==> src/rtl/gtp_ctrl_defs.svh <==
`ifndef GTP_CTRL_DEFS_SVH
`define GTP_CTRL_DEFS_SVH

// gtp bus widths
`define GTP_ADR_W 14
`define GTP_DAT_W 32
`define GTP_SEL_W 4

// two transceiver lanes share one common block
`define NUM_LANE 2

// transceiver DRP port widths
`define DRP_ADR_W 10
`define DRP_DAT_W 16

// per-lane loopback mode field
`define LOOPBACK_W 3

// upper half of the address space goes to the DRP ports
`define DRP_WINDOW_BIT 13

// lane select inside the DRP window
`define DRP_LANE_BIT 12

// lane select for the local status and control words
`define REG_LANE_BIT 2

`endif

==> src/rtl/gtp_ctrl_pkg.sv <==
`include "gtp_ctrl_defs.svh"

package gtp_ctrl_pkg;

    // bus fields
    typedef logic [`GTP_ADR_W-1:0] gtp_adr_t;
    typedef logic [`GTP_DAT_W-1:0] gtp_dat_t;
    typedef logic [`GTP_SEL_W-1:0] gtp_sel_t;

    // DRP fields
    typedef logic [`DRP_ADR_W-1:0] drp_adr_t;
    typedef logic [`DRP_DAT_W-1:0] drp_dat_t;

    typedef logic [`LOOPBACK_W-1:0] loopback_t;

    // one bit is enough for two lanes
    typedef logic lane_t;

    typedef struct packed {
        logic     cyc;
        logic     stb;
        logic     we;
        gtp_sel_t sel;
        gtp_adr_t adr;
        gtp_dat_t dat;
    } gtp_req_t;

    typedef struct packed {
        logic     ack;
        gtp_dat_t dat;
    } gtp_rsp_t;

    // one accepted bus request, already split by window
    typedef struct packed {
        logic     valid;
        logic     is_drp;
        logic     is_write;
        lane_t    lane;
        gtp_sel_t sel;
        drp_adr_t drp_adr;
        gtp_dat_t wdata;
    } gtp_cmd_t;

    typedef struct packed {
        logic      eye_rst;
        loopback_t loopback;
    } lane_ctrl_t;

    typedef struct packed {
        logic     block_lock;
        logic     high_ber;
        drp_dat_t dmonitor;
    } lane_status_t;

    // en is per lane, the rest is shared by both DRP ports
    typedef struct packed {
        logic [`NUM_LANE-1:0] en;
        logic                 we;
        drp_adr_t             addr;
        drp_dat_t             di;
    } drp_req_t;

    typedef struct packed {
        logic [`NUM_LANE-1:0]     rdy;
        drp_dat_t [`NUM_LANE-1:0] dout;
    } drp_rsp_t;

    typedef enum logic {
        DRP_IDLE,
        DRP_WAIT
    } drp_state_t;

endpackage

==> src/rtl/gtp_bus_decode.sv <==
`include "gtp_ctrl_defs.svh"

module gtp_bus_decode (
    input  logic                   wb_clk_i,
    input  logic                   reset_i,
    input  gtp_ctrl_pkg::gtp_req_t req_i,
    input  logic                   ack_i,
    output gtp_ctrl_pkg::gtp_cmd_t cmd_o
);
    import gtp_ctrl_pkg::*;

    logic     busy_q;
    logic     valid_q;
    logic     req_edge;

    // command fields, only meaningful while valid_q is high
    logic     is_drp_q;
    logic     is_write_q;
    lane_t    lane_q;
    gtp_sel_t sel_q;
    drp_adr_t drp_adr_q;
    gtp_dat_t wdata_q;

    // master holds cyc/stb until ack, so only the first cycle counts
    assign req_edge = req_i.cyc & req_i.stb & ~busy_q;

    always_ff @(posedge wb_clk_i) begin
        if (reset_i) begin
            busy_q  <= 1'b0;
            valid_q <= 1'b0;
        end else begin
            valid_q <= req_edge;
            if (req_edge) begin
                busy_q <= 1'b1;
            end else if (ack_i) begin
                busy_q <= 1'b0;
            end
        end
    end

    always_ff @(posedge wb_clk_i) begin
        if (req_edge) begin
            is_drp_q   <= req_i.adr[`DRP_WINDOW_BIT];
            is_write_q <= req_i.we;
            sel_q      <= req_i.sel;
            wdata_q    <= req_i.dat;
            // DRP word address sits above the byte offset
            drp_adr_q  <= req_i.adr[2 +: `DRP_ADR_W];
            // lane select bit depends on which half is addressed
            if (req_i.adr[`DRP_WINDOW_BIT]) begin
                lane_q <= req_i.adr[`DRP_LANE_BIT];
            end else begin
                lane_q <= req_i.adr[`REG_LANE_BIT];
            end
        end
    end

    assign cmd_o = '{
        valid:    valid_q,
        is_drp:   is_drp_q,
        is_write: is_write_q,
        lane:     lane_q,
        sel:      sel_q,
        drp_adr:  drp_adr_q,
        wdata:    wdata_q
    };

endmodule

==> src/rtl/gbe_ctrl_regs.sv <==
`include "gtp_ctrl_defs.svh"

module gbe_ctrl_regs (
    input  logic                                     wb_clk_i,
    input  logic                                     reset_i,
    input  gtp_ctrl_pkg::gtp_cmd_t                   cmd_i,
    output logic                                     gbe_rst_o,
    output gtp_ctrl_pkg::lane_ctrl_t [`NUM_LANE-1:0] lane_ctrl_o
);
    import gtp_ctrl_pkg::*;

    logic                       gbe_rst_q;
    lane_ctrl_t [`NUM_LANE-1:0] lane_ctrl_q;
    logic                       local_wr;

    // DRP commands never touch the local registers
    assign local_wr = cmd_i.valid & ~cmd_i.is_drp & cmd_i.is_write;

    always_ff @(posedge wb_clk_i) begin
        if (reset_i) begin
            gbe_rst_q   <= 1'b0;
            lane_ctrl_q <= '0;
        end else if (local_wr) begin
            // byte 0 holds the resets
            if (cmd_i.sel[0]) begin
                gbe_rst_q                       <= cmd_i.wdata[0];
                lane_ctrl_q[cmd_i.lane].eye_rst <= cmd_i.wdata[4];
            end
            // byte 1 holds the loopback mode
            if (cmd_i.sel[1]) begin
                lane_ctrl_q[cmd_i.lane].loopback <= cmd_i.wdata[8 +: `LOOPBACK_W];
            end
        end
    end

    // shared transceiver reset goes to both lanes and the common block
    assign gbe_rst_o   = gbe_rst_q;
    assign lane_ctrl_o = lane_ctrl_q;

endmodule

==> src/rtl/drp_bridge.sv <==
`include "gtp_ctrl_defs.svh"

module drp_bridge (
    input  logic                   wb_clk_i,
    input  logic                   reset_i,
    input  gtp_ctrl_pkg::gtp_cmd_t cmd_i,
    output gtp_ctrl_pkg::drp_req_t drp_o,
    input  gtp_ctrl_pkg::drp_rsp_t drp_i,
    output logic                   done_o,
    output gtp_ctrl_pkg::drp_dat_t rdata_o
);
    import gtp_ctrl_pkg::*;

    drp_state_t           state_q;
    logic [`NUM_LANE-1:0] en_q;
    logic                 we_q;
    logic                 done_q;
    drp_adr_t             addr_q;
    drp_dat_t             di_q;
    drp_dat_t             rdata_q;
    lane_t                lane_q;
    logic                 drp_start;

    assign drp_start = cmd_i.valid & cmd_i.is_drp;

    always_ff @(posedge wb_clk_i) begin
        if (reset_i) begin
            state_q <= DRP_IDLE;
            en_q    <= '0;
            we_q    <= 1'b0;
            done_q  <= 1'b0;
        end else begin
            // en and done are single cycle strobes
            en_q   <= '0;
            done_q <= 1'b0;
            case (state_q)
                DRP_IDLE: begin
                    if (drp_start) begin
                        en_q[cmd_i.lane] <= 1'b1;
                        we_q             <= cmd_i.is_write;
                        state_q          <= DRP_WAIT;
                    end
                end
                DRP_WAIT: begin
                    // the other lane's rdy is ignored here
                    if (drp_i.rdy[lane_q]) begin
                        we_q    <= 1'b0;
                        done_q  <= 1'b1;
                        state_q <= DRP_IDLE;
                    end
                end
                default: begin
                    state_q <= DRP_IDLE;
                end
            endcase
        end
    end

    // address, write data and lane stay put for the whole access
    always_ff @(posedge wb_clk_i) begin
        if (state_q == DRP_IDLE && drp_start) begin
            addr_q <= cmd_i.drp_adr;
            di_q   <= cmd_i.wdata[`DRP_DAT_W-1:0];
            lane_q <= cmd_i.lane;
        end
        if (state_q == DRP_WAIT && drp_i.rdy[lane_q]) begin
            rdata_q <= drp_i.dout[lane_q];
        end
    end

    assign drp_o = '{
        en:   en_q,
        we:   we_q,
        addr: addr_q,
        di:   di_q
    };

    assign done_o  = done_q;
    assign rdata_o = rdata_q;

endmodule

==> src/rtl/gtp_status_result.sv <==
`include "gtp_ctrl_defs.svh"

module gtp_status_result (
    input  logic                                       wb_clk_i,
    input  logic                                       reset_i,
    input  gtp_ctrl_pkg::gtp_cmd_t                     cmd_i,
    input  logic                                       gbe_rst_i,
    input  gtp_ctrl_pkg::lane_ctrl_t [`NUM_LANE-1:0]   lane_ctrl_i,
    input  logic                                       qpll_lock_i,
    input  gtp_ctrl_pkg::lane_status_t [`NUM_LANE-1:0] lane_status_i,
    input  logic                                       drp_done_i,
    input  gtp_ctrl_pkg::drp_dat_t                     drp_rdata_i,
    output gtp_ctrl_pkg::gtp_rsp_t                     rsp_o
);
    import gtp_ctrl_pkg::*;

    logic     local_ack_q;
    logic     drp_pend_q;
    gtp_dat_t local_dat_q;
    gtp_dat_t status_word;
    logic     local_cmd;

    assign local_cmd = cmd_i.valid & ~cmd_i.is_drp;

    // status word of the lane picked by the command
    always_comb begin
        lane_ctrl_t   sel_ctrl;
        lane_status_t sel_stat;
        sel_ctrl                       = lane_ctrl_i[cmd_i.lane];
        sel_stat                       = lane_status_i[cmd_i.lane];
        status_word                    = '0;
        status_word[0]                 = gbe_rst_i;
        status_word[1]                 = qpll_lock_i;
        status_word[2]                 = sel_stat.block_lock;
        status_word[3]                 = sel_stat.high_ber;
        status_word[4]                 = sel_ctrl.eye_rst;
        status_word[8 +: `LOOPBACK_W]  = sel_ctrl.loopback;
        status_word[16 +: `DRP_DAT_W]  = sel_stat.dmonitor;
    end

    always_ff @(posedge wb_clk_i) begin
        if (reset_i) begin
            local_ack_q <= 1'b0;
            drp_pend_q  <= 1'b0;
        end else begin
            local_ack_q <= local_cmd;
            if (cmd_i.valid && cmd_i.is_drp) begin
                drp_pend_q <= 1'b1;
            end else if (drp_done_i) begin
                drp_pend_q <= 1'b0;
            end
        end
    end

    // writes echo their data, reads return the status word
    always_ff @(posedge wb_clk_i) begin
        if (local_cmd) begin
            local_dat_q <= cmd_i.is_write ? cmd_i.wdata : status_word;
        end
    end

    // DRP ack follows done directly, zero extended read data
    assign rsp_o.ack = local_ack_q | (drp_pend_q & drp_done_i);
    assign rsp_o.dat = drp_pend_q ? gtp_dat_t'(drp_rdata_i) : local_dat_q;

endmodule

==> src/rtl/gtp_ctrl_top.sv <==
`include "gtp_ctrl_defs.svh"

module gtp_ctrl_top (
    input  logic                                       wb_clk_i,
    input  logic                                       reset_i,
    input  gtp_ctrl_pkg::gtp_req_t                     req_i,
    output gtp_ctrl_pkg::gtp_rsp_t                     rsp_o,
    input  logic                                       qpll_lock_i,
    input  gtp_ctrl_pkg::lane_status_t [`NUM_LANE-1:0] lane_status_i,
    output logic                                       gbe_rst_o,
    output gtp_ctrl_pkg::lane_ctrl_t [`NUM_LANE-1:0]   lane_ctrl_o,
    output gtp_ctrl_pkg::drp_req_t                     drp_o,
    input  gtp_ctrl_pkg::drp_rsp_t                     drp_i
);
    import gtp_ctrl_pkg::*;

    gtp_cmd_t cmd;
    logic     drp_done;
    drp_dat_t drp_rdata;

    // ack from the result stage releases the decoder
    gtp_bus_decode u_decode (
        .wb_clk_i (wb_clk_i),
        .reset_i  (reset_i),
        .req_i    (req_i),
        .ack_i    (rsp_o.ack),
        .cmd_o    (cmd)
    );

    gbe_ctrl_regs u_regs (
        .wb_clk_i    (wb_clk_i),
        .reset_i     (reset_i),
        .cmd_i       (cmd),
        .gbe_rst_o   (gbe_rst_o),
        .lane_ctrl_o (lane_ctrl_o)
    );

    // runs the upper half of the address space on the DRP ports
    drp_bridge u_drp (
        .wb_clk_i (wb_clk_i),
        .reset_i  (reset_i),
        .cmd_i    (cmd),
        .drp_o    (drp_o),
        .drp_i    (drp_i),
        .done_o   (drp_done),
        .rdata_o  (drp_rdata)
    );

    // control outputs are read back into the status word
    gtp_status_result u_result (
        .wb_clk_i      (wb_clk_i),
        .reset_i       (reset_i),
        .cmd_i         (cmd),
        .gbe_rst_i     (gbe_rst_o),
        .lane_ctrl_i   (lane_ctrl_o),
        .qpll_lock_i   (qpll_lock_i),
        .lane_status_i (lane_status_i),
        .drp_done_i    (drp_done),
        .drp_rdata_i   (drp_rdata),
        .rsp_o         (rsp_o)
    );

endmodule

==> config.mk <==
export PLATFORM = sky130hd
export DESIGN_NAME = gtp_ctrl_top
export DESIGN_NICKNAME = d
export VERILOG_FILES = /design/src/rtl/gtp_ctrl_pkg.sv /design/src/rtl/gtp_bus_decode.sv /design/src/rtl/gbe_ctrl_regs.sv /design/src/rtl/drp_bridge.sv /design/src/rtl/gtp_status_result.sv /design/src/rtl/gtp_ctrl_top.sv
export VERILOG_INCLUDE_DIRS = /design/src /design/src/rtl
export SDC_FILE = /design/constraint.sdc
export NUM_CORES = 1
export LEC_CHECK = 0
export BUFFER_PORTS_ARGS = -buffer_cell sky130_fd_sc_hd__buf_2
export CORE_AREA = 2 2 121 93
export CTS_CLUSTER_SIZE = 40
export DETAILED_ROUTE_END_ITERATION = 16
export DIE_AREA = 0 0 123 95
export PLACE_DENSITY = 0.83
export SYNTH_ARGS = -nofsm -noshare
export SYNTH_HDL_FRONTEND = slang
export SYNTH_SLANG_ARGS = --single-unit
==> constraint.sdc <==
create_clock -name wb_clk_i -period 7.86 [get_ports wb_clk_i]
set_clock_uncertainty 0.2 [all_clocks]
set_input_delay 2.358 -clock wb_clk_i [delete_from_list [all_inputs] [get_ports wb_clk_i]]
set_output_delay 2.358 -clock wb_clk_i [all_outputs]
set_load 0.05 [all_outputs]
==> impl_metrics.toml <==
[detailed_routing]
wl_um = 12040
drtAntennaViolNets = 0
vias = 3458
wl_per_cell_um = 17.52
firstDrtPassIters = 4
vias_per_cell = 5.033
drc_errors = 0
first_iter_violations = 188

[setup_path]
r2r_start = "u_decode.is_drp_q$_DFFE_PP_"
worstPathCellList = "buf_4 > mux2_2 > buf_2"
cpMaxStageDelayCell = "dfxtp_1"
critPathRequiredTime_ns = 5.30
max_stage_delay_ns = 0.40
crit_arrival_ns = 1.83
worstSetupStartpointType = "register"
crit_path_max_fanout = 30
critPathKind = "register to output port"
cp-end-kind = "output port"
r2r-end = "u_regs.lane_ctrl_o[5]$_SDFFE_PP0P_"
ff2ff_setup_slack_ns = 5.60
reg2reg_depth = 3

[timing]
tns_ns = 0
period_needed_ns = 4.390
finalHoldViolCount = 0
worstMarginPinSlew_ns = 1.051
period_share_pct = 55.85
slew_headroom_pct = 29.59
fmax_ghz = 0.2278
rsz0062_at_grt = "false"
maxSlewViolCount = 0
setup_violations = 0

[logic_synthesis]
synth.cell_area_um2 = 5454
synth_ff_type = "edfxtp_1"
synth.avg_cell_area_um2 = 16.14
ys_types = 26
synth-edff-count = 122
synthTopCellsByCount = "122 x edfxtp_1, 35 x mux2_2, 30 x mux2i_1, 25 x nand2_1, 24 x o21ai_0"
postSynthCellCount = 338
synth_area_leaders = "edfxtp_1 67%, mux2_2 7.2%, dfxtp_1 6.6%"
yosysWarningCount = 0
post-synth-top-count-cell = "edfxtp_1"
synth_top_cell_by_area = "edfxtp_1"
async_flop_share_pct = 0
ys_ff_latch = 140
yosysTopAreaCellShare_pct = 67.17
ys_seq_area_share_pct = 73.78
synth_nets = 464

[floorplanning]
ioPinCount = 197
die_w_um = 123
start_util_pct = 51.20
core_area_um2 = 10650
fp-row-count = 33
die_area_um2 = 11690
die_h_um = 95

[global_route]
grt_max_degree = 59
track_usage_pct = 20.22
antenna_found_initial = 1
grt_pass1_wl_um = 16950
grt_pass1_vias = 3372
gr-total-overflow = 0

[clock_tree]
cts_max_level = 4
clock_sinks = 140
clk_pin_slew_ns = 0.06
cts_made_buffers = 17
cts_tree = "done"
ctsResizeCount = 0
clock_latency_ns = 0.41
cts.path.max_buffers = 2
cts_hold_buf = 0
postCtsSetupRepairBufs = 0
ctsRootBufferMaster = "clkbuf_16"

[outcome]
status = "completed"

[run]
maxCapViolCount = 0

[min_path]
min_from = "u_decode.drp_adr_q[3]$_DFFE_PP_"
min_path_cells = 0
worstHoldEndpoint = "u_drp.addr_q[3]$_DFFE_PP_"
min_path_type = "register to register"

[placed_design]
gp_congestion = 0.7290
numPortBuffers = 192
hpwl_um = 8024
dp.cells = 655

[pwr]
p_total_mw = 1.691
p_per_area_nw_per_um2 = 239.5
ir_drop_mv = 0.1805
cellLeakagePower_nw = 2.881

[final_layout]
instances_no_fill = 687
synthToLayoutAreaGrowth_pct = 29.48
fillers = 777
drive_gt1_share_pct = 48.81
nNetsFinal = 660
antenna_cells = 0
==> logic make-up (layout without fill, tap and decap cells) <==
| group | count (synthesis) | after routing | synth area share [%] |
|---|---|---|---|
| DFF | 140 | 140 | 73.78 |
| buffers and inverters | 25 | 234 | 2.523 |
| and+or+nand+nor | 77 | 77 | 7.961 |
| muxes | 65 | 65 | 12.73 |
| AOI/OAI and AO/OA | 31 | 31 | 3.005 |
==> worst max path at each step <==
| stage | from | to | slack [ns] | cells after the start |
|---|---|---|---|---|
| CTS | u_result.drp_pend_q$_SDFFE_PP0P_ | rsp_o[10] | 3.44 | 3 |
| finish | u_result.drp_pend_q$_SDFFE_PP0P_ | rsp_o[10] | 3.47 | 3 |
| global placement | req_i[52] | u_decode.wdata_q[3]$_DFFE_PP_ | 3.76 | 4 |
| detailed placement | req_i[52] | u_decode.wdata_q[24]$_DFFE_PP_ | 3.66 | 4 |
| floorplan | req_i[52] | u_decode.drp_adr_q[0]$_DFFE_PP_ | 3.65 | 3 |
| global route | u_result.drp_pend_q$_SDFFE_PP0P_ | rsp_o[6] | 3.41 | 3 |
==> cell type report <==
| type | count | area (um2) | area share (%) |
|---|---|---|---|
| Multi-Input combinational cell | 173 | 1292 | 18.30 |
| Clock inverter | 13 | 120.1 | 1.701 |
| Clock buffer | 19 | 432.9 | 6.130 |
| Inverter | 5 | 18.77 | 0.2658 |
| Tap cell | 140 | 175.2 | 2.481 |
| Timing Repair Buffer | 197 | 998.5 | 14.14 |
| Sequential cell | 140 | 4024 | 56.98 |
==> worst max-delay path: cells and delay by family, from the launching register on <==
family / cells / cell delay (ns)
mux: 1 / 0.39
flops: 1 / 0.40
buf+inv: 2 / 0.61
==> per-layer routing <==
layer / wire length [um] / share of wire (%) / up-vias / global-route usage [%]
met4: 179 / 1.5 / 2 / 9.564
li1: - / - / 1638 / -
met3: 835 / 6.9 / 15 / 6.824
met5: 11 / 0.091 / - / 0
met2: 6031 / 50 / 128 / 33.38
met1: 4980 / 41 / 1675 / 24.02
==> through the flow <==
stage / hold WS (ns) / utilization [%] / instance area [um2] / setup slack [ns]
after floorplan: 0.2003 / - / 5454 / 3.648
after global placement: 0.2006 / 61.10 / 6509 / 3.759
after detailed placement: 0.2045 / 61.10 / 6509 / 3.663
after CTS: 0.2192 / 66.29 / 7062 / 3.441
after global routing: 0.2245 / 66.29 / 7062 / 3.409
final: 0.2174 / 66.29 / 7062 / 3.470
==> flip-flops by register name (all words and copies together) (netlist names), 2 cells and up <==
name / count
u_decode.drp_adr_q: 10
u_drp.en_q: 2
u_decode.wdata_q: 32
u_drp.addr_q: 10
u_drp.rdata_o: 16
u_regs.lane_ctrl_o: 8
u_result.local_dat_q: 32
u_decode.sel_q: 2
u_drp.di_q: 16
==> cells in the final DEF, fill, tap and decap left out, types with 3 or more instances in the layout <==
master / n
inv_1: 4
dfxtp_1: 18
clkinvlp_4: 6
mux2_2: 35
o21ai_0: 24
nor2b_1: 20
nand2_1: 25
mux2i_1: 30
edfxtp_1: 122
buf_2: 192
nand2b_1: 11
nor3_1: 3
buf_4: 5
a21oi_1: 4
and2_1: 8
clkbuf_16: 17
==> where the power goes <==
group | internal [mW] | leakage, nW | switching, mW | total [mW]
registers | 0.831 | 1.26 | 0.00719 | 0.838
clock network | 0.436 | 0.252 | 0.302 | 0.738
logic | 0.0455 | 1.36 | 0.0701 | 0.116
total | 1.31 | 2.88 | 0.380 | 1.69
Note: power is estimated with default switching activity, not from simulation.
